===== config.mk =====
export PLATFORM = sky130hd
export DESIGN_NAME = playback_regs
export DESIGN_NICKNAME = d
export VERILOG_FILES = /design/src/hw/playback_pkg.sv /design/src/hw/playback_regs.sv
export SDC_FILE = /design/constraint.sdc
export NUM_CORES = 1
export LEC_CHECK = 0
export BUFFER_PORTS_ARGS = -buffer_cell sky130_fd_sc_hd__buf_2
export CAP_MARGIN = 40
export CELL_PAD_IN_SITES_DETAIL_PLACEMENT = 0
export CELL_PAD_IN_SITES_GLOBAL_PLACEMENT = 1
export CORE_ASPECT_RATIO = 0.75
export CORE_MARGIN = 10
export CORE_UTILIZATION = 25
export DETAILED_ROUTE_END_ITERATION = 8
export PLACE_DENSITY = 0.49
export SETUP_SLACK_MARGIN = 0.4
export SLEW_MARGIN = 20
export SYNTH_ARGS = -nofsm -noshare
export SYNTH_HDL_FRONTEND = slang
export SYNTH_SLANG_ARGS = --single-unit

===== constraint.sdc =====
create_clock -name clk -period 1.9 [get_ports clk]
set_clock_uncertainty 0.15 [all_clocks]
set_input_delay 0 -clock clk [delete_from_list [all_inputs] [get_ports clk]]
set_output_delay 0 -clock clk [all_outputs]
set_load 0.02 [all_outputs]

===== src/hw/playback_pkg.sv =====
`default_nettype none

package playback_pkg;

    // ==================================================
    // Stream and memory sizes
    // ==================================================
    localparam int DATA_BYTE_WID   = 8;
    localparam int DATA_WID        = DATA_BYTE_WID * 8;
    localparam int MTY_WID         = $clog2(DATA_BYTE_WID);
    localparam int PACKET_MEM_SIZE = 2048;
    localparam int MEM_DEPTH       = PACKET_MEM_SIZE / DATA_BYTE_WID;
    localparam int MEM_ADDR_WID    = $clog2(MEM_DEPTH);
    localparam int META_WID        = 32;
    localparam int LEN_WID         = 16;
    localparam int BURST_WID       = 16;

    // ==================================================
    // Register map
    // ==================================================
    localparam int REG_ADDR_WID = 8;
    localparam int REG_DATA_WID = 32;

    localparam logic [REG_ADDR_WID-1:0] REG_MEM_SIZE     = 8'h00;
    localparam logic [REG_ADDR_WID-1:0] REG_META_WID     = 8'h04;
    localparam logic [REG_ADDR_WID-1:0] REG_CONTROL      = 8'h08;
    localparam logic [REG_ADDR_WID-1:0] REG_STATUS       = 8'h0C;
    localparam logic [REG_ADDR_WID-1:0] REG_PKT_LEN      = 8'h10;
    localparam logic [REG_ADDR_WID-1:0] REG_BURST        = 8'h14;
    localparam logic [REG_ADDR_WID-1:0] REG_META         = 8'h18;
    localparam logic [REG_ADDR_WID-1:0] REG_MEM_ADDR     = 8'h1C;
    localparam logic [REG_ADDR_WID-1:0] REG_MEM_WDATA_LO = 8'h20;
    localparam logic [REG_ADDR_WID-1:0] REG_MEM_WDATA_HI = 8'h24;

    // Status bit positions
    localparam int STAT_BUSY  = 0;
    localparam int STAT_DONE  = 1;
    localparam int STAT_ERROR = 2;

    typedef enum logic [1:0] {
        CMD_NOP  = 2'd0,
        CMD_SEND = 2'd1
    } playback_cmd_e;

    typedef enum logic [1:0] {
        IDLE,
        CHECK,
        PLAY,
        FINISH
    } engine_state_e;

endpackage

`default_nettype wire

===== src/hw/playback_regs.sv =====
`timescale 1ns/1ps
`default_nettype none

module playback_regs (
    input  logic                                      clk,
    input  logic                                      rst_n,
    input  logic                                      reg_wr,
    input  logic                                      reg_rd,
    input  logic [playback_pkg::REG_ADDR_WID-1:0]     reg_addr,
    input  logic [playback_pkg::REG_DATA_WID-1:0]     reg_wdata,
    output logic [playback_pkg::REG_DATA_WID-1:0]     reg_rdata,
    output logic                                      mem_wr_en,
    output logic [playback_pkg::MEM_ADDR_WID-1:0]     mem_wr_addr,
    output logic [playback_pkg::DATA_WID-1:0]         mem_wr_data,
    output logic                                      cmd_start,
    output playback_pkg::playback_cmd_e               cmd_op,
    output logic [playback_pkg::LEN_WID-1:0]          pkt_len,
    output logic [playback_pkg::BURST_WID-1:0]        burst_len,
    output logic [playback_pkg::META_WID-1:0]         meta,
    input  logic                                      busy,
    input  logic                                      done,
    input  logic                                      error
);
    import playback_pkg::*;

    logic                      ctrl_wr;
    logic                      hi_wr;
    logic [MEM_ADDR_WID-1:0]   mem_addr;
    logic [DATA_WID/2-1:0]     wdata_lo;
    playback_cmd_e             last_op;
    logic                      stat_done;
    logic                      stat_error;
    logic [REG_DATA_WID-1:0]   rd_mux;

    // ==================================================
    // Command path
    // ==================================================
    assign ctrl_wr = reg_wr && (reg_addr == REG_CONTROL);
    assign hi_wr   = reg_wr && (reg_addr == REG_MEM_WDATA_HI);

    // Control writes while the engine runs are dropped
    assign cmd_start = ctrl_wr && !busy;
    assign cmd_op    = playback_cmd_e'(reg_wdata[$bits(playback_cmd_e)-1:0]);

    // ==================================================
    // Configuration and status registers
    // ==================================================
    always_ff @(posedge clk or negedge rst_n)
    begin
        if (!rst_n)
        begin
            pkt_len     <= '0;
            burst_len   <= '0;
            meta        <= '0;
            mem_addr    <= '0;
            mem_wr_en   <= 1'b0;
            mem_wr_addr <= '0;
            last_op     <= CMD_NOP;
            stat_done   <= 1'b0;
            stat_error  <= 1'b0;
        end
        else
        begin
            mem_wr_en <= 1'b0;
            if (reg_wr)
            begin
                case (reg_addr)
                    REG_PKT_LEN:  pkt_len   <= reg_wdata[LEN_WID-1:0];
                    REG_BURST:    burst_len <= reg_wdata[BURST_WID-1:0];
                    REG_META:     meta      <= reg_wdata[META_WID-1:0];
                    REG_MEM_ADDR: mem_addr  <= reg_wdata[MEM_ADDR_WID-1:0];
                    default:      ;
                endcase
            end
            // High half commits the word and steps the address
            if (hi_wr)
            begin
                mem_wr_en   <= 1'b1;
                mem_wr_addr <= mem_addr;
                mem_addr    <= mem_addr + 1'b1;
            end
            // Sticky bits cleared by an accepted command
            if (cmd_start)
            begin
                last_op    <= cmd_op;
                stat_done  <= 1'b0;
                stat_error <= 1'b0;
            end
            else
            begin
                if (done)
                    stat_done <= 1'b1;
                if (error)
                    stat_error <= 1'b1;
            end
        end
    end

    // Data window halves
    always_ff @(posedge clk)
    begin
        if (reg_wr && (reg_addr == REG_MEM_WDATA_LO))
            wdata_lo <= reg_wdata;
        if (hi_wr)
            mem_wr_data <= {reg_wdata, wdata_lo};
    end

    // ==================================================
    // Read side
    // ==================================================
    always_comb
    begin
        rd_mux = '0;
        case (reg_addr)
            REG_MEM_SIZE: rd_mux = REG_DATA_WID'(PACKET_MEM_SIZE);
            REG_META_WID: rd_mux = REG_DATA_WID'(META_WID);
            REG_CONTROL:  rd_mux = REG_DATA_WID'(last_op);
            REG_STATUS:
            begin
                rd_mux[STAT_BUSY]  = busy;
                rd_mux[STAT_DONE]  = stat_done;
                rd_mux[STAT_ERROR] = stat_error;
            end
            REG_PKT_LEN:  rd_mux = REG_DATA_WID'(pkt_len);
            REG_BURST:    rd_mux = REG_DATA_WID'(burst_len);
            REG_META:     rd_mux = REG_DATA_WID'(meta);
            REG_MEM_ADDR: rd_mux = REG_DATA_WID'(mem_addr);
            // Data window is write-only
            default:      rd_mux = '0;
        endcase
    end

    always_ff @(posedge clk or negedge rst_n)
    begin
        if (!rst_n)
            reg_rdata <= '0;
        else if (reg_rd)
            reg_rdata <= rd_mux;
    end

endmodule

`default_nettype wire


* Word level (Yosys, flattened, before mapping)
Index checks and enable logic that the tools add are counted.
** Storage, ports and cells
- Logic and storage cells :: 46
- Input port bits :: 47
- Bits in registers :: 213
- Output and inout port bits :: 172
** Cells by class
- Reduce and logical (&&, ||, !) cells :: 14
- Add/sub/neg operators :: 1
- Muxes and demuxes :: 10
- Eq/ne operators :: 9
** Operators by type and width (count)
- one-hot mux 29 bit (6 select lines) :: 1
- equality test 8 x 5 -> 1 bit, second input constant :: 4
- 2-to-1 mux 8 bit :: 3
- one-hot mux 3 bit (6 select lines) :: 1
- equality test 8 x 4 -> 1 bit, second input constant :: 2
- equality test 8 x 6 -> 1 bit, second input constant :: 2
- adder 8 x 1 -> 8 bit, second input constant :: 1
- equality test 8 x 3 -> 1 bit, second input constant :: 1
- zero test 8 bit :: 1
- AND reduction 2 bit :: 4
- nonzero test 2 bit :: 4
- 2-to-1 mux 1 bit :: 5
- logical AND 1 bit :: 4
- zero test 1 bit :: 1

* Longest topological paths before layout
- Depth in word-level cells :: 4
- Mapped depth :: 7
- Mapped depth without buffers :: 5

* Least setup slack after synthesis
No wires, ideal clock.
- Path type :: input -> register
- Start point :: input reg_addr[1] in the netlist's numbering
- End point :: register wdata_lo[0] (enable)
- Arrival time :: 3.802 ns
- Data required time :: 1.249 ns
- Stages :: 3
- Path slack :: -2.554 ns
- Setup time :: 0.501 ns
- Path buffers :: 1
- Cells stage by stage :: or4_1 -> buf_4 -> nor4_1
** Between the ends
- Cells in the longest elaborated chain, start to end :: 2
** RTL lines
- start: declaration :: RTL line playback_regs.sv:9 : input logic [playback_pkg::REG_ADDR_WID-1:0] reg_addr,
- equality test 8 x 6 -> 1 bit :: RTL line playback_regs.sv:102 : if (reg_wr && (reg_addr == REG_MEM_WDATA_LO))
- logical AND 1 bit :: RTL line playback_regs.sv:102
- end signal: assignment :: RTL line playback_regs.sv:103 : wdata_lo <= reg_wdata;
- end: declaration :: RTL line playback_regs.sv:29 : logic [DATA_WID/2-1:0] wdata_lo;
Every way passes these cells.
A chain may end at the register's enable or synchronous reset.

* Worst setup path in the final report
- Start point :: register mem_addr[1]
- End point :: register mem_addr[7]
** Between the ends
- Cells in the longest elaborated chain, start to end :: 2
** RTL lines
- start: declaration :: RTL line playback_regs.sv:28 : logic [MEM_ADDR_WID-1:0] mem_addr;
- start signal: assignment :: RTL line playback_regs.sv:71 : REG_MEM_ADDR: mem_addr <= reg_wdata[MEM_ADDR_WID-1:0];
- start signal: assignment :: RTL line playback_regs.sv:80 : mem_addr <= mem_addr + 1'b1;
- adder 8 x 1 -> 8 bit :: RTL line playback_regs.sv:80
- 2-to-1 mux 8 bit :: RTL line playback_regs.sv:76 : if (hi_wr)
Every way passes these cells.

==> run metrics <==
total grt overflow=0; Routed WL per cell=20.8 um; ant diodes=0; worst hold path depth=5; top layer in use=met4; Fmax achieved=631 MHz; drt total wl=25.7 mm; leakage power=5.15 nW; DP HPWL=18.5 mm; CP Max Fanout=5; H-tree Lvls=1; vias in the first global route=5881; critical-path cell list=and3_4 -> nand4_1 -> mux2_4 -> a221o_1; dpl cell area=9910 um2; min Tclk post-route=1580 ps; Startpoint Class=register; RSZ-0062 raised after global routing=yes; Hold Path Sink=stat_done; pin count of the biggest net entering global routing=48; synthesized area=8030 um2; r2r setup slk=320 ps; Avg Cell Area, Syn=16.1 um2; Area Overhead vs Synth=41.3%; hold_ws=-51.9 ps; GRT Util Overall=0.127; die area=39800 um2; vias per inst=4.43; Routed Antenna Nets=0; Cells after Synth=498; Max Transition Viols Final=0; Crit-path slowest cell=dfrtp_2; sequential fraction of the synthesis area=0.724; Die Y=175 um; CTS tree=yes; Final WS setup=316 ps; Min-Delay Path Class=input pin to register; clock buffer depth=3; NumNets Final=859; ys async rst share=0.549; Crit Reg-Reg Startpoint=mem_addr[1]; Die Span X=227 um; number of warnings issued by yosys=0; required time of the critical path=2160 ps; outcome=finished with violations; Initial Utilization=0.255; failing checks=hold timing; Hold Vio Cnt, Final=7; layout cell share with drive strength beyond 1=0.502; CP Data Arrival Time=1850 ps; normalized max-slew margin=0.656; Period Utilization, post-route=0.834; max-cap violations=0; Tightest Pin Transition=517 ps; Core ar.=31500 um2; CTS clock-pin slew for the worst setup and hold paths=60 ps; met3 wire len=2.19 mm; met2 wire len=11.7 mm; via count=5472; Max VDD drop=0.539 mV; final instance area=11300 um2; TritonCTS buffer count=24; register bit total from synthesis=213; DR iter-0 viols=376; syn_nets=546; number of synthesized flops with an enable pin=96; Top Ports=219; Hold Startpoint=reg_addr[5]; fillers=3063; Setup CP Type=register to register; worst reg-to-reg path cell count=4; Synth cell types=47; Worst R2R End=mem_addr[7]; row count=56; final setup violation count=0; clock root cell=clkbuf_16; DRT met1 WL=11.3 mm; initial antenna violation count=1; Clock Latency Late Sink=530 ps; pwr/cell area=917 nW/um2; CTS sink count=213; Main synth FF type=dfrtp_1; Remaining DRCs=0; CP peak stage delay=410 ps; Initial DRT Pass Iterations=4; RD Place Congestion=0.748; first-pass GRT wire length=38.7 mm; type of destination of the critical path=register; port bufs=218; dpl ws=-150 ps
-- flip-flops by register name, summed over array words and instances, names as in the netlist --
register / count
last_op: 2
stat_error: 1
reg_rdata: 32
meta: 32
stat_done: 1
pkt_len: 16
mem_addr: 8
mem_wr_data: 64
mem_wr_en: 1
burst_len: 16
wdata_lo: 32
mem_wr_addr: 8
-- cell usage in the layout, fill, tap and decap left out, types with 3 or more instances in the layout --
cell and count:
buf_2 216, dfrtp_1 114, edfxtp_1 96, mux2_2 80, dlygate4sd3_1 44, inv_1 35
buf_4 35, clkbuf_16 24, o21ai_0 20, nand3_1 17, o22ai_1 12, nor2_1 10
buf_12 9, a22oi_1 8, nand4_1 7, mux4_2 7, buf_6 7, nand2_1 5
nor3_1 5, clkbuf_1 5, mux2i_1 4, clkinvlp_4 4, nor4_4 3, nand2b_1 3
bufinv_16 3, clkinv_1 3, dfrtp_2 3
-- worst max-delay path: cells and delay by family, from the launching register on --
family / cells / cell delay, ps
DFF: 1 / 410
and+or+nand+nor: 2 / 330
muxes: 1 / 290
AOI/OAI and AO/OA: 1 / 290
-- metal layers --
metal,track usage,up-vias
li1,-,2477
met1,0.171,2766
met2,0.197,194
met3,0.0381,35
met4,0.0262,0
met5,0,-
-- Yosys cell counts, types with 2 or more instances --
library cell / n / area share
dfrtp_1: 117 / 0.36
edfxtp_1: 96 / 0.36
mux2_2: 81 / 0.11
inv_1: 36 / 0.017
o21ai_0: 21 / 0.013
nand3_1: 18 / 0.011
o22ai_1: 12 / 0.0094
nor2_1: 10 / 0.0047
clkbuf_1: 9 / 0.0042
a22oi_1: 8 / 0.0075
buf_2: 7 / 0.0044
mux4_2: 7 / 0.020
nand4_1: 7 / 0.0055
nand2_1: 6 / 0.0028
nor3_1: 5 / 0.0031
a211oi_1: 4 / 0.0037
buf_1: 4 / 0.0019
buf_4: 4 / 0.0037
mux2i_1: 4 / 0.0050
and3_1: 3 / 0.0023
buf_6: 3 / 0.0042
nand2b_1: 3 / 0.0023
a21oi_1: 2 / 0.0012
a311oi_1: 2 / 0.0022
a32oi_1: 2 / 0.0022
and4_1: 2 / 0.0022
nand3b_1: 2 / 0.0019
nor2b_1: 2 / 0.0016
nor3b_1: 2 / 0.0019
o21a_1: 2 / 0.0019
-- through the flow --
| stage | hold WS (ps) | total power, W | TNS (ps) | std cells | utilization |
|---|---|---|---|---|---|
| 5_1_grt | -44.9 | 0.0108 | 0 | 1235 | 0.361 |
| 2_1_floorplan | -446 | 0.00533 | -13680 | 498 | - |
| 4_1_cts | -279 | 0.0106 | 0 | 1225 | 0.357 |
| 3_3_place_gp | -171 | 0.00567 | -7770 | 1132 | 0.315 |
| 6_report | -51.9 | 0.0104 | 0 | 1235 | 0.361 |
| 3_5_place_dp | -158 | 0.00568 | -11250 | 1132 | 0.315 |
-- worst max-delay path by stage --
stage | endpoint | cells after the start | from | slack, ps
2_1_floorplan | wdata_lo[0] | 3 | reg_addr[1] | -390
3_3_place_gp | mem_wr_data[54] | 5 | reg_addr[1] | -110
3_5_place_dp | mem_wr_data[22] | 5 | reg_addr[1] | -150
4_1_cts | mem_addr[7] | 4 | mem_addr[1] | 330
5_1_grt | mem_addr[7] | 4 | mem_addr[1] | 240
6_report | mem_addr[7] | 4 | mem_addr[1] | 320
-- report_power, final --
part / internal [W] / total (W) / switching [W]
Sequential: 0.00490 / 0.00499 / 0.0000890
Clock: 0.00282 / 0.00472 / 0.00190
Combinational: 0.000300 / 0.000690 / 0.000390
Total: 0.00802 / 0.0104 / 0.00238
-- final cells by class --
class | instances | area [um2] | area share
clock buffers | 31 | 647 | 0.0570
inverters | 36 | 135 | 0.0119
repair buffers | 314 | 2080 | 0.183
clock inverters | 13 | 158 | 0.0139
flip-flops and latches | 213 | 5810 | 0.512
well taps | 406 | 508 | 0.0448
multi-input cells | 222 | 2010 | 0.177
-- repair_timing --
item | 4_1_cts | 5_1_grt
endpoints found under the setup margin | 7 | 84
setup buffers | 6 | 7
cloned | 0 | 0
hold buffers | 43 | 3
resized for setup | 13 | 12
pin swaps | 6 | 8
endpoints found under the hold margin | 288 | 8
-- cells by family (layout without fill, tap and decap cells) --
kind of cell | Yosys count | count (layout) | synth area share
flip-flops | 213 | 213 | 0.724
AO/OA/AOI/OAI | 58 | 58 | 0.0471
multiplexers | 93 | 93 | 0.140
buffers and inverters | 63 | 394 | 0.0352
adder cells (fa/ha/maj) | 1 | 1 | 0.00156
AND/OR/NAND/NOR | 70 | 70 | 0.0527
(Power assumes the default switching activity.)
