<file path="config.mk">
export PLATFORM = sky130hd
export DESIGN_NAME = playback_engine
export DESIGN_NICKNAME = d
export VERILOG_FILES = /design/src/hw/playback_pkg.sv /design/src/hw/playback_engine.sv
export SDC_FILE = /design/constraint.sdc
export NUM_CORES = 1
export LEC_CHECK = 0
export ABC_AREA = 1
export ABC_CLOCK_PERIOD_IN_PS = 5200
export BUFFER_PORTS_ARGS = -buffer_cell sky130_fd_sc_hd__buf_2
export CAP_MARGIN = 10
export CORE_MARGIN = 2
export CORE_UTILIZATION = 38
export CTS_CLUSTER_SIZE = 28
export DETAILED_ROUTE_END_ITERATION = 8
export GPL_ROUTABILITY_DRIVEN = 1
export SYNTH_ARGS = -nofsm -noshare
export SYNTH_HDL_FRONTEND = slang
export SYNTH_SLANG_ARGS = --single-unit
export TNS_END_PERCENT = 5
</file>
<file path="constraint.sdc">
create_clock -name clk -period 5.2 [get_ports clk]
set_clock_uncertainty 0.05 [all_clocks]
set_input_delay 0.52 -clock clk [delete_from_list [all_inputs] [get_ports clk]]
set_output_delay 0.52 -clock clk [all_outputs]
set_load 0.05 [all_outputs]
</file>
<file path="src/hw/playback_pkg.sv">
`default_nettype none

package playback_pkg;

    // ==================================================
    // Stream and memory sizes
    // ==================================================
    localparam int DATA_BYTE_WID   = 8;
    localparam int DATA_WID        = DATA_BYTE_WID * 8;
    localparam int MTY_WID         = $clog2(DATA_BYTE_WID);
    localparam int PACKET_MEM_SIZE = 2048;
    localparam int MEM_DEPTH       = PACKET_MEM_SIZE / DATA_BYTE_WID;
    localparam int MEM_ADDR_WID    = $clog2(MEM_DEPTH);
    localparam int META_WID        = 32;
    localparam int LEN_WID         = 16;
    localparam int BURST_WID       = 16;

    // ==================================================
    // Register map
    // ==================================================
    localparam int REG_ADDR_WID = 8;
    localparam int REG_DATA_WID = 32;

    localparam logic [REG_ADDR_WID-1:0] REG_MEM_SIZE     = 8'h00;
    localparam logic [REG_ADDR_WID-1:0] REG_META_WID     = 8'h04;
    localparam logic [REG_ADDR_WID-1:0] REG_CONTROL      = 8'h08;
    localparam logic [REG_ADDR_WID-1:0] REG_STATUS       = 8'h0C;
    localparam logic [REG_ADDR_WID-1:0] REG_PKT_LEN      = 8'h10;
    localparam logic [REG_ADDR_WID-1:0] REG_BURST        = 8'h14;
    localparam logic [REG_ADDR_WID-1:0] REG_META         = 8'h18;
    localparam logic [REG_ADDR_WID-1:0] REG_MEM_ADDR     = 8'h1C;
    localparam logic [REG_ADDR_WID-1:0] REG_MEM_WDATA_LO = 8'h20;
    localparam logic [REG_ADDR_WID-1:0] REG_MEM_WDATA_HI = 8'h24;

    // Status bit positions
    localparam int STAT_BUSY  = 0;
    localparam int STAT_DONE  = 1;
    localparam int STAT_ERROR = 2;

    typedef enum logic [1:0] {
        CMD_NOP  = 2'd0,
        CMD_SEND = 2'd1
    } playback_cmd_e;

    typedef enum logic [1:0] {
        IDLE,
        CHECK,
        PLAY,
        FINISH
    } engine_state_e;

endpackage

`default_nettype wire
</file>
<file path="src/hw/playback_engine.sv">
`timescale 1ns/1ps
`default_nettype none

module playback_engine (
    input  logic                                  clk,
    input  logic                                  rst_n,
    input  logic                                  cmd_start,
    input  playback_pkg::playback_cmd_e           cmd_op,
    input  logic [playback_pkg::LEN_WID-1:0]      pkt_len,
    input  logic [playback_pkg::BURST_WID-1:0]    burst_len,
    input  logic [playback_pkg::META_WID-1:0]     meta,
    output logic                                  busy,
    output logic                                  done,
    output logic                                  error,
    output logic                                  rd_en,
    output logic [playback_pkg::MEM_ADDR_WID-1:0] rd_addr,
    input  logic [playback_pkg::DATA_WID-1:0]     rd_data,
    output logic                                  pkt_valid,
    input  logic                                  pkt_ready,
    output logic [playback_pkg::DATA_WID-1:0]     pkt_data,
    output logic                                  pkt_eop,
    output logic [playback_pkg::MTY_WID-1:0]      pkt_mty,
    output logic [playback_pkg::META_WID-1:0]     pkt_meta
);
    import playback_pkg::*;

    engine_state_e           state;

    // Command captured at start
    playback_cmd_e           op_q;
    logic [LEN_WID-1:0]      len_q;
    logic [BURST_WID-1:0]    burst_q;
    logic [META_WID-1:0]     meta_q;
    logic [LEN_WID-1:0]      len_m1;
    logic                    len_bad;
    logic [MEM_ADDR_WID-1:0] last_addr;
    logic [MTY_WID-1:0]      last_mty;

    // Read side
    logic [MEM_ADDR_WID-1:0] rd_addr_q;
    logic [BURST_WID-1:0]    reps_left;
    logic                    reading;
    logic                    rd_pend;
    logic                    rd_pend_eop;
    logic                    issue;
    logic                    issue_last;
    logic [1:0]              credit;

    // Two-entry output buffer
    logic [DATA_WID-1:0]     buf_data [2];
    logic [1:0]              buf_eop;
    logic                    wr_ptr;
    logic                    rd_ptr;
    logic [1:0]              count;
    logic                    pop;
    logic                    final_pop;

    // ==================================================
    // Length decode and flow control
    // ==================================================
    assign len_m1  = len_q - 1'b1;
    assign len_bad = (len_q == '0) || (len_q > LEN_WID'(PACKET_MEM_SIZE)) || (burst_q == '0);

    // Buffered words plus the one in flight must fit in two slots
    assign credit     = count + {1'b0, rd_pend};
    assign pop        = pkt_valid && pkt_ready;
    assign issue      = (state == PLAY) && reading && ((credit < 2'd2) || pop);
    assign issue_last = (rd_addr_q == last_addr);
    assign final_pop  = pop && pkt_eop && !reading && !rd_pend && (count == 2'd1);

    // ==================================================
    // Control FSM
    // ==================================================
    always_ff @(posedge clk or negedge rst_n)
    begin
        if (!rst_n)
        begin
            state       <= IDLE;
            done        <= 1'b0;
            error       <= 1'b0;
            reading     <= 1'b0;
            rd_pend     <= 1'b0;
            rd_pend_eop <= 1'b0;
            rd_addr_q   <= '0;
            reps_left   <= '0;
            count       <= '0;
            wr_ptr      <= 1'b0;
            rd_ptr      <= 1'b0;
            buf_eop     <= '0;
        end
        else
        begin
            done    <= 1'b0;
            error   <= 1'b0;
            rd_pend <= issue;
            count   <= count + {1'b0, rd_pend} - {1'b0, pop};
            if (rd_pend)
            begin
                buf_eop[wr_ptr] <= rd_pend_eop;
                wr_ptr          <= ~wr_ptr;
            end
            if (pop)
                rd_ptr <= ~rd_ptr;
            // Wrap to word 0 at the end of each repetition
            if (issue)
            begin
                rd_pend_eop <= issue_last;
                if (issue_last)
                begin
                    rd_addr_q <= '0;
                    reps_left <= reps_left - 1'b1;
                    if (reps_left == BURST_WID'(1))
                        reading <= 1'b0;
                end
                else
                    rd_addr_q <= rd_addr_q + 1'b1;
            end
            case (state)
                IDLE:
                    if (cmd_start)
                        state <= CHECK;
                CHECK:
                begin
                    state <= FINISH;
                    done  <= 1'b1;
                    case (op_q)
                        CMD_NOP:  ;
                        CMD_SEND:
                        begin
                            if (len_bad)
                                error <= 1'b1;
                            else
                            begin
                                state     <= PLAY;
                                done      <= 1'b0;
                                reading   <= 1'b1;
                                rd_addr_q <= '0;
                                reps_left <= burst_q;
                            end
                        end
                        default:  error <= 1'b1;
                    endcase
                end
                PLAY:
                    if (final_pop)
                    begin
                        state <= FINISH;
                        done  <= 1'b1;
                    end
                FINISH:  state <= IDLE;
                default: state <= IDLE;
            endcase
        end
    end

    // Captured command and buffered words
    always_ff @(posedge clk)
    begin
        if ((state == IDLE) && cmd_start)
        begin
            op_q    <= cmd_op;
            len_q   <= pkt_len;
            burst_q <= burst_len;
            meta_q  <= meta;
        end
        if (state == CHECK)
        begin
            last_addr <= len_m1[MTY_WID +: MEM_ADDR_WID];
            last_mty  <= ~len_m1[MTY_WID-1:0];
        end
        if (rd_pend)
            buf_data[wr_ptr] <= rd_data;
    end

    // ==================================================
    // Outputs
    // ==================================================
    assign busy      = (state != IDLE);
    assign rd_en     = issue;
    assign rd_addr   = rd_addr_q;
    assign pkt_valid = (count != 2'd0);
    assign pkt_data  = buf_data[rd_ptr];
    assign pkt_eop   = buf_eop[rd_ptr];
    assign pkt_mty   = buf_eop[rd_ptr] ? last_mty : '0;
    assign pkt_meta  = meta_q;

endmodule

`default_nettype wire

</file>
# Word-level counts from Yosys, hierarchy flattened
# Memories as Yosys holds them, arrays and structs flattened.
# Cells that the tools add are included.
word_totals:
  elab_cells: 97
  output_inout_bits: 113
  reg_bits: 114
  mem_count: 1
  inputBits: 134
  mem_bits_rw: 128
memory_table:
  columns: ["name", "words", "word_bits", "read_ports", "rd_clocked_by_memory_dff", "wr", "line_no", "source"]
  rows:
  - ["buf_data", 2, 64, 1, 0, 1, "playback_engine.sv:50", "logic [DATA_WID-1:0] buf_data [2];"]
op_classes:
  eq_ne: 9
  muxes: 35
  n_addsub: 5
  n_bitwise: 3
  n_lt_le_gt_ge: 5
  n_reduce_logical: 21
op_table:
  columns: ["operator", "count"]
  rows:
  - ["2-to-1 mux 16 bit", 5]
  - ["2-to-1 mux 8 bit", 5]
  - ["logical NOT 16 bit", 2]
  - ["2-to-1 mux 1 bit", 17]
  - ["== test 16 x 1 -> 1 bit (second input constant)", 1]
  - ["greater-than comparator 16 x 12 -> 1 bit (second input constant)", 1]
  - ["subtractor 16 x 1 -> 16 bit (second input constant)", 1]
  - ["subtractor 11 x 1 -> 11 bit (second input constant)", 1]
  - ["logical AND 1 bit", 9]
  - ["adder 8 x 1 -> 8 bit (second input constant)", 1]
  - ["== test 8 bit", 1]
  - ["case mux 2 bit (4 select lines)", 1]
  - ["== test 2 x 1 -> 1 bit (second input constant)", 3]
  - ["== test 2 bit (second input constant)", 2]
  - ["logical NOT 2 bit", 2]
  - ["< comparator 1 x 2 -> 1 bit (second input constant)", 2]
  - ["2-to-1 mux 2 bit", 2]
  - ["!= test 2 bit (second input constant)", 2]
  - ["case mux 1 bit (2 select lines)", 2]
  - ["nonzero test 2 bit", 2]
  - ["logical OR 1 bit", 3]
  - ["2-to-1 mux 3 bit", 1]
  - ["NOT 3 bit", 1]
  - ["adder 2 x 1 -> 2 bit", 1]
  - ["8 further kinds", 10]

# Longest topological paths before layout
# Gate-level depths: netlist (run 1).
logic_depth:
  ltp_word: 8
  depth_mapped: 13
  depth_no_buf: 13

# Worst setup path before layout (run 1)
# Ideal clock, no wire load.
synth_path:
  kind: "flip-flop to flip-flop"
  startpoint: "reg rd_pend"
  endpoint: "reg buf_eop[0]"
  path_stages_with_launch: 5
  setup_time_ns: 0.095
  setup_slack_ns: 1.388
  t_arrival_ns: 3.667
  period_less_slack_ns: 3.812
  t_required_ns: 5.055
  path_buffers: 0
  path_cell_list: "dfrtp_1 inv_1 nor2_1 inv_1 o21ai_0"
synth_rtl:
  columns: ["item", "line_no", "source"]
  rows:
  - ["from (decl)", "playback_engine.sv:43", "logic rd_pend;"]
  - ["from (signal assigned)", "playback_engine.sv:95", "rd_pend <= issue;"]
  - ["to (signal, indexed assignment)", "playback_engine.sv:99", "buf_eop[wr_ptr] <= rd_pend_eop;"]
  - ["to (decl)", "playback_engine.sv:51", "logic [1:0] buf_eop;"]

# Worst setup path in the final report (run 1)
layout_path:
  startpoint: "reg rd_ptr"
  endpoint: "out pkt_data[7] in the netlist's numbering"
layout_between:
  elab_chain_len: 1
layout_lines:
  columns: ["item", "line_no", "source"]
  rows:
  - ["from (decl)", "playback_engine.sv:53", "logic rd_ptr;"]
  - ["from (signal assigned)", "playback_engine.sv:103", "rd_ptr <= ~rd_ptr;"]
  - ["memory read (2 x 64 bit)", null, null]
  - ["to (decl)", "playback_engine.sv:20", "output logic [playback_pkg::DATA_WID-1:0] pkt_data,"]
# No other way between the ends.

==> flow_results.xml, run 1 <==
<?xml version="1.0" encoding="UTF-8"?>
<metrics>
  <group name="global_routing">
    <metric name="globalRoute.totalOverflow" unit="">0</metric>
    <metric name="grt_antenna_before_repair" unit="">2</metric>
    <metric name="grt_max_degree" unit="">67</metric>
    <metric name="grt_first_pass_wirelength" unit="um">34930</metric>
    <metric name="grtUsageTotal" unit="%">15.81</metric>
    <metric name="grt_pass1_vias" unit="">6689</metric>
  </group>
  <group name="flow_run">
    <metric name="cap_viol_max_count" unit="">0</metric>
  </group>
  <group name="floorplanning">
    <metric name="initial_utilization" unit="%">38.54</metric>
    <metric name="io_pins" unit="">247</metric>
    <metric name="core_area" unit="um2">25910</metric>
    <metric name="die_height" unit="um">166.1</metric>
    <metric name="floorplan.rows" unit="">59</metric>
    <metric name="fp.dieArea" unit="um2">27590</metric>
    <metric name="die_width" unit="um">166.1</metric>
  </group>
  <group name="place">
    <metric name="detailed_place_hpwl" unit="um">15430</metric>
    <metric name="port_buffers" unit="">246</metric>
    <metric name="gp_routability_congestion" unit="">0.8464</metric>
  </group>
  <group name="final_layout">
    <metric name="multi_input_area" unit="um2">2475</metric>
    <metric name="regArea" unit="um2">7083</metric>
    <metric name="finish.utilization" unit="%">48.37</metric>
    <metric name="n_fill_cell" unit="">2351</metric>
    <metric name="ratio_of_cells_with_drive_above_1_in_the_final_layout" unit="%">27.78</metric>
    <metric name="layout-area-overhead-vs-synth" unit="%">25.50</metric>
    <metric name="nets" unit="">1294</metric>
  </group>
  <group name="synth">
    <metric name="netlist-cell-type-count" unit="">37</metric>
    <metric name="main_area_contributors_after_synthesis" unit="">edfxtp_1 62%, nand2_1 14%, dfrtp_1 9.3%</metric>
    <metric name="cell_with_the_most_instances_after_synthesis" unit="">nand2_1</metric>
    <metric name="synth_top_cells_by_count" unit="">380 x nand2_1, 205 x edfxtp_1, 75 x inv_1</metric>
    <metric name="largest_area_contributor_in_the_netlist" unit="">edfxtp_1</metric>
    <metric name="synth.yosys.seq_area_share" unit="%">70.91</metric>
    <metric name="synth_largest_type_area_fraction" unit="%">61.64</metric>
    <metric name="nets_in_the_synthesized_netlist" unit="">1035</metric>
    <metric name="syn-instance-count" unit="">890</metric>
    <metric name="syn_area_per_cell" unit="um2">11.22</metric>
    <metric name="asyncSetResetFlopFracSynth" unit="%">15.29</metric>
    <metric name="synth-edff-count" unit="">205</metric>
    <metric name="ys_seq_elements" unit="">242</metric>
    <metric name="area_of_the_mapped_netlist" unit="um2">9987</metric>
    <metric name="synth_flop_cell" unit="">edfxtp_1</metric>
    <metric name="count_of_yosys_warnings_during_synthesis" unit="">0</metric>
  </group>
  <group name="clock_tree">
    <metric name="post_cts_buffers" unit="">0</metric>
    <metric name="tritoncts.num_buffers" unit="">27</metric>
    <metric name="clock_tree.htree_level_count" unit="">1</metric>
    <metric name="cts_resized" unit="">0</metric>
    <metric name="tritoncts" unit="">built</metric>
    <metric name="clock_sinks" unit="">242</metric>
    <metric name="clock_latency" unit="ns">0.54</metric>
    <metric name="clockRootBuffer" unit="">clkbuf_16</metric>
    <metric name="clk_path_buf_depth" unit="">3</metric>
    <metric name="worst_setup_hold_path_clk_slew" unit="ns">0.05</metric>
    <metric name="cts_hold_buf" unit="">0</metric>
  </group>
  <group name="setup_path">
    <metric name="r2r-end" unit="">reps_left[8]$_DFF_PN0_</metric>
    <metric name="regToRegSetupSlack" unit="ns">3.03</metric>
    <metric name="crit_start" unit="">rd_ptr$_DFFE_PN0N_</metric>
    <metric name="cp_data_arrival_time" unit="ns">2.47</metric>
    <metric name="worst_setup_path_start_kind" unit="">register</metric>
    <metric name="timing.setup.critical_path_class" unit="">reg -&gt; out</metric>
    <metric name="path_cells" unit="">buf_4 -&gt; inv_2 -&gt; buf_4 -&gt; nand2_1 -&gt; nand2_1 -&gt; buf_2</metric>
    <metric name="worstPathBufferInverterCount" unit="">4</metric>
    <metric name="critical-path-slowest-cell" unit="">buf_4</metric>
    <metric name="worst_path_largest_cell_delay" unit="ns">0.56</metric>
    <metric name="reg2reg_from" unit="">reps_left[0]$_DFF_PN0_</metric>
    <metric name="endpoint_kind" unit="">primary output</metric>
    <metric name="cp_data_required_time" unit="ns">4.63</metric>
    <metric name="timing.reg2reg.worst_path_depth" unit="">10</metric>
    <metric name="critPathMaxFanout" unit="">66</metric>
    <metric name="family_with_the_most_delay_on_the_worst_path" unit="">buffers and inverters</metric>
  </group>
  <group name="drt">
    <metric name="drt-total-wl" unit="um">22380</metric>
    <metric name="drt_first_iter_violations" unit="">375</metric>
    <metric name="vias_per_cell" unit="">4.546</metric>
    <metric name="detail_route.first_pass.iterations" unit="">4</metric>
    <metric name="antenna_violating_nets_post_route" unit="">0</metric>
    <metric name="remaining_drc_errors" unit="">0</metric>
    <metric name="vias" unit="">6855</metric>
    <metric name="routed_wire_length_per_instance" unit="um">14.84</metric>
  </group>
  <group name="timing">
    <metric name="timing.hold.ws" unit="ns">0.08310</metric>
    <metric name="max_freq" unit="GHz">0.3293</metric>
    <metric name="worst_slew_pin_slew" unit="ns">0.9325</metric>
    <metric name="totalNegativeSetupSlack" unit="ns">0</metric>
    <metric name="rsz_0062_raised_after_global_routing" unit="">no</metric>
    <metric name="max_slew_violation_count" unit="">0</metric>
    <metric name="clock_period_minus_worst_slack" unit="ns">3.037</metric>
    <metric name="max_slew_margin" unit="%">37.83</metric>
    <metric name="timing_hold_violations_final" unit="">0</metric>
    <metric name="fin_crit_sh" unit="%">58.40</metric>
    <metric name="finalSetupViolCount" unit="">0</metric>
  </group>
  <group name="power_and_ir_drop">
    <metric name="static-leakage-power" unit="nW">5.618</metric>
    <metric name="worst_ir_drop_vdd" unit="V">0.0003891</metric>
    <metric name="powerDensity" unit="nW/um2">633.2</metric>
  </group>
  <group name="hold_path">
    <metric name="holdCritPathClass" unit="">in -&gt; async</metric>
  </group>
  <group name="outcome">
    <metric name="outcome" unit="">complete, no violations</metric>
  </group>
</metrics>
-- worst max path at each step --
stage / end / slack, ns / cells after the start
4_1_cts: pkt_data[7] / 2.06 / 6
6_report: pkt_data[7] / 2.16 / 6
5_1_grt: pkt_data[7] / 1.97 / 6
3_5_place_dp: pkt_data[59] / 2.65 / 6
2_1_floorplan: buf_eop[0]$_DFFE_PN0P_ / 1.39 / 4
3_3_place_gp: pkt_data[14] / 2.65 / 6
-- cells in the final DEF, fill, tap and decap left out, types with 2 or more instances in the layout --
cell        count
nand3_2         5
dfrtp_1        36
ha_1           11
nor2_4          3
diode_2         3
nand2_1       380
nor2_1         61
nand2_4         4
inv_1          72
a21oi_1         3
nor2_2          4
clkbuf_1        7
nor3_1          7
o21ai_0         9
clkbuf_16      27
inv_2           5
nand3b_1        4
nand4_1         4
clkinvlp_4      3
nor4_1          2
xor2_1          8
clkinv_2        2
edfxtp_1      205
clkinv_1        2
buf_2         246
nand3_1        23
o21ai_2         2
buf_4           6
xnor2_1         8
bufinv_16       7
-- power breakdown --
part | leakage (nW) | internal (mW) | total (mW) | switching (mW)
sequential | 2.33 | 2.64 | 2.86 | 0.224
clock | 0.463 | 1.32 | 2.06 | 0.747
combinational | 2.82 | 0.658 | 3.01 | 2.35
total | 5.62 | 4.61 | 7.94 | 3.32
-- registers in the layout, indices dropped and copies added (netlist names), 2 cells and up --
register and cells:
count 2, rd_addr 8, len_q 16, last_mty 3
buf_data 128, pkt_meta 32, buf_eop 2, burst_q 16
state 2, reps_left 16, op_q 2, last_addr 8
-- layer usage --
metal / GRT usage (%) / vias up / part of all wire, %
li1: - / 3425 / -
met1: 18.90 / 3219 / 41
met2: 27.89 / 171 / 50
met3: 4.314 / 40 / 6.0
met4: 4.764 / 0 / 2.7
met5: 0 / - / 0
-- metrics by stage --
stage	instance area (um2)	setup WS, ns	cells	total power [mW]
after global routing	12530	1.973	1506	8.377
final	12530	2.163	1508	7.936
after global placement	11550	2.647	1455	5.926
after CTS	12530	2.061	1505	8.046
after detailed placement	11550	2.654	1455	5.948
after floorplan	9987	1.388	890	5.179
-- cell families (layout without fill, tap and decap cells) --
kind of cell | after synthesis | after routing | share of synthesized area [%]
AOI/OAI and AO/OA | 20 | 20 | 1.391
and+or+nand+nor | 501 | 501 | 20.53
DFF | 242 | 242 | 70.91
buffers and inverters | 100 | 380 | 4.385
xor gates and xnor gates | 16 | 16 | 1.403
adders and majority gates | 11 | 11 | 1.378
other | 0 | 3 | 0
-- area by class of cell --
type                            instances  area share, %
Clock inverter                         15          2.066
Clock buffer                           35          5.710
Timing Repair Buffer                  252          10.18
Inverter                               78          2.376
Tap cell                              335          3.344
Antenna cell                            3        0.05990
Multi-Input combinational cell        548          19.75
Sequential cell                       242          56.51
-- worst reg2reg max path: cells and delay by family (launching register included) --
family / cells / cell delay, ns
adders and majority gates: 1 / 0.28
buffers and inverters: 2 / 0.25
DFF: 1 / 0.43
and+or+nand+nor: 7 / 1.10
No activity file was read; power rests on OpenSTA's default activity.
==> inputs of run 2 (changes only) <==
Settings changed: ABC_CLOCK_PERIOD_IN_PS 5200 to 2900.
Clock period 5.2 ns to 2.9 ns, I/O delays scaled along.
==> flow_results.xml, run 2 (same netlist as run 1, synthesis figures left out) <==
<?xml version="1.0" encoding="UTF-8"?>
<metrics>
  <group name="drt">
    <metric name="remaining_drc_errors" unit="">0</metric>
    <metric name="antenna_violating_nets_post_route" unit="">0</metric>
    <metric name="vias_per_cell" unit="">4.507</metric>
    <metric name="vias" unit="">7378</metric>
    <metric name="drt_first_iter_violations" unit="">363</metric>
    <metric name="drt-total-wl" unit="um">24400</metric>
    <metric name="routed_wire_length_per_instance" unit="um">14.90</metric>
    <metric name="detail_route.first_pass.iterations" unit="">5</metric>
  </group>
  <group name="global_routing">
    <metric name="globalRoute.totalOverflow" unit="">0</metric>
    <metric name="grt_first_pass_wirelength" unit="um">38500</metric>
    <metric name="grt_antenna_before_repair" unit="">0</metric>
    <metric name="grt_max_degree" unit="">66</metric>
    <metric name="grtUsageTotal" unit="%">17.26</metric>
    <metric name="grt_pass1_vias" unit="">7698</metric>
  </group>
  <group name="outcome">
    <metric name="outcome" unit="">complete, no violations</metric>
  </group>
  <group name="timing">
    <metric name="timing_hold_violations_final" unit="">0</metric>
    <metric name="rsz_0062_raised_after_global_routing" unit="">no</metric>
    <metric name="max_slew_margin" unit="%">38.11</metric>
    <metric name="final.setup.worst_slack" unit="ns">0.3104</metric>
    <metric name="timing.hold.ws" unit="ns">0.1790</metric>
    <metric name="fin_crit_sh" unit="%">89.30</metric>
    <metric name="totalNegativeSetupSlack" unit="ns">0</metric>
    <metric name="finalSetupViolCount" unit="">0</metric>
    <metric name="clock_period_minus_worst_slack" unit="ns">2.590</metric>
    <metric name="max_slew_violation_count" unit="">0</metric>
    <metric name="max_freq" unit="GHz">0.3862</metric>
    <metric name="worst_slew_pin_slew" unit="ns">0.9284</metric>
  </group>
  <group name="setup_path">
    <metric name="regToRegSetupSlack" unit="ns">0.78</metric>
    <metric name="endpoint_kind" unit="">primary output</metric>
    <metric name="cp_data_required_time" unit="ns">2.56</metric>
    <metric name="cp_data_arrival_time" unit="ns">2.25</metric>
    <metric name="critPathMaxFanout" unit="">15</metric>
    <metric name="timing.setup.critical_path_class" unit="">reg -&gt; out</metric>
    <metric name="worst_setup_path_start_kind" unit="">register</metric>
  </group>
  <group name="final_layout">
    <metric name="n_fill_cell" unit="">2211</metric>
    <metric name="largest_register_ffs" unit="">128</metric>
    <metric name="final_cells" unit="">1637</metric>
    <metric name="antenna-diode-count" unit="">0</metric>
    <metric name="final_cell_mix" unit="">380 x nand2_1, 246 x buf_2, 205 x edfxtp_1</metric>
    <metric name="nets" unit="">1426</metric>
    <metric name="leading_cell_type_in_the_layout_fill_and_taps_excluded" unit="">nand2_1</metric>
    <metric name="largest-register" unit="">buf_data</metric>
    <metric name="layout-area-overhead-vs-synth" unit="%">38.09</metric>
    <metric name="finish.utilization" unit="%">53.22</metric>
    <metric name="ratio_of_cells_with_drive_above_1_in_the_final_layout" unit="%">25.04</metric>
  </group>
  <group name="floorplanning">
    <metric name="initial_utilization" unit="%">38.54</metric>
    <metric name="fp.dieArea" unit="um2">27590</metric>
    <metric name="core_area" unit="um2">25910</metric>
    <metric name="io_pins" unit="">247</metric>
    <metric name="die_height" unit="um">166.1</metric>
    <metric name="die_width" unit="um">166.1</metric>
    <metric name="floorplan.rows" unit="">59</metric>
  </group>
  <group name="clock_tree">
    <metric name="clock_sinks" unit="">242</metric>
    <metric name="tritoncts.num_buffers" unit="">27</metric>
    <metric name="clock_tree.htree_level_count" unit="">1</metric>
    <metric name="clockRootBuffer" unit="">clkbuf_16</metric>
    <metric name="tritoncts" unit="">built</metric>
    <metric name="clk_path_buf_depth" unit="">3</metric>
    <metric name="post_cts_buffers" unit="">0</metric>
    <metric name="cts_resized" unit="">0</metric>
    <metric name="worst_setup_hold_path_clk_slew" unit="ns">0.06</metric>
    <metric name="clock_latency" unit="ns">0.55</metric>
    <metric name="cts_hold_buf" unit="">132</metric>
  </group>
  <group name="place">
    <metric name="placed_cells" unit="">1455</metric>
    <metric name="gp_routability_congestion" unit="">0.8410</metric>
    <metric name="detailed_place_hpwl" unit="um">15430</metric>
    <metric name="port_buffers" unit="">246</metric>
    <metric name="dp_worst_setup_slack" unit="ns">0.7941</metric>
  </group>
  <group name="power_and_ir_drop">
    <metric name="worst_ir_drop_vdd" unit="V">0.0006963</metric>
    <metric name="powerDensity" unit="nW/um2">1022</metric>
    <metric name="static-leakage-power" unit="nW">6.148</metric>
  </group>
  <group name="hold_path">
    <metric name="holdCritPathClass" unit="">in -&gt; reg</metric>
  </group>
  <group name="flow_run">
    <metric name="cap_viol_max_count" unit="">0</metric>
  </group>
</metrics>
-- run 2: changes by cell type in the layout (fill, tap and decap cells not counted), sizes merged --
cell and delta:
clkinvlp -1, dlygate4sd3 +132, clkinv +9, bufinv -6
diode -3, clkbuf -4, inv +2
-- run 2: stage by stage --
stage | total power [mW] | instance area (um2)
floorplan | 9.278 | 9990
global placement | 10.68 | 11590
detailed placement | 10.73 | 11590
CTS | 14.24 | 13790
global route | 14.85 | 13790
finish | 14.10 | 13790
-- run 2: worst max-delay path: stages (launching register included) --
cell     delay, ns
dfrtp_1       0.41
ha_1          0.21
xor2_1        0.17
a21oi_2       0.34
buf_4         0.29
buf_2         0.29
-- run 2: cell type report --
cell class | instances | area, um2 | area share [%]
well taps | 335 | 419.2 | 3.039
inverters | 78 | 297.8 | 2.159
repair buffers | 384 | 2635 | 19.11
multi-input cells | 548 | 2475 | 17.95
clock buffers | 31 | 742.0 | 5.380
flip-flops and latches | 242 | 7083 | 51.36
clock inverters | 19 | 138.9 | 1.007
-- run 2: per-layer routing --
metal	up-vias	global-route usage, %	part of all wire [%]
li1	3685	-	-
met1	3457	19.53	40
met2	179	31.99	51
met3	57	3.742	5.0
met4	0	6.200	3.8
met5	-	0	0
-- run 2: power breakdown --
group          switching (mW)  internal (mW)
logic                    4.29           1.33
clock network            1.41           1.93
registers               0.420           4.72
total                    6.12           7.98
-- run 2: final timing paths --
check,from,to,cells after the start
hold reg to reg,len_q[0]$_DFFE_PP_,last_mty[0]$_DFFE_PN_,0
setup reg to reg,rd_pend$_DFF_PN0_,reps_left[9]$_DFF_PN0_,10
hold / removal,cmd_start,state[1]$_DFFE_PN0P_,5
max in group asynchronous,rst_n,rd_ptr$_DFFE_PN0N_,2
setup / recovery,rd_pend$_DFF_PN0_,rd_en,5
min in group asynchronous,rst_n,rd_addr[7]$_DFF_PN0_,2
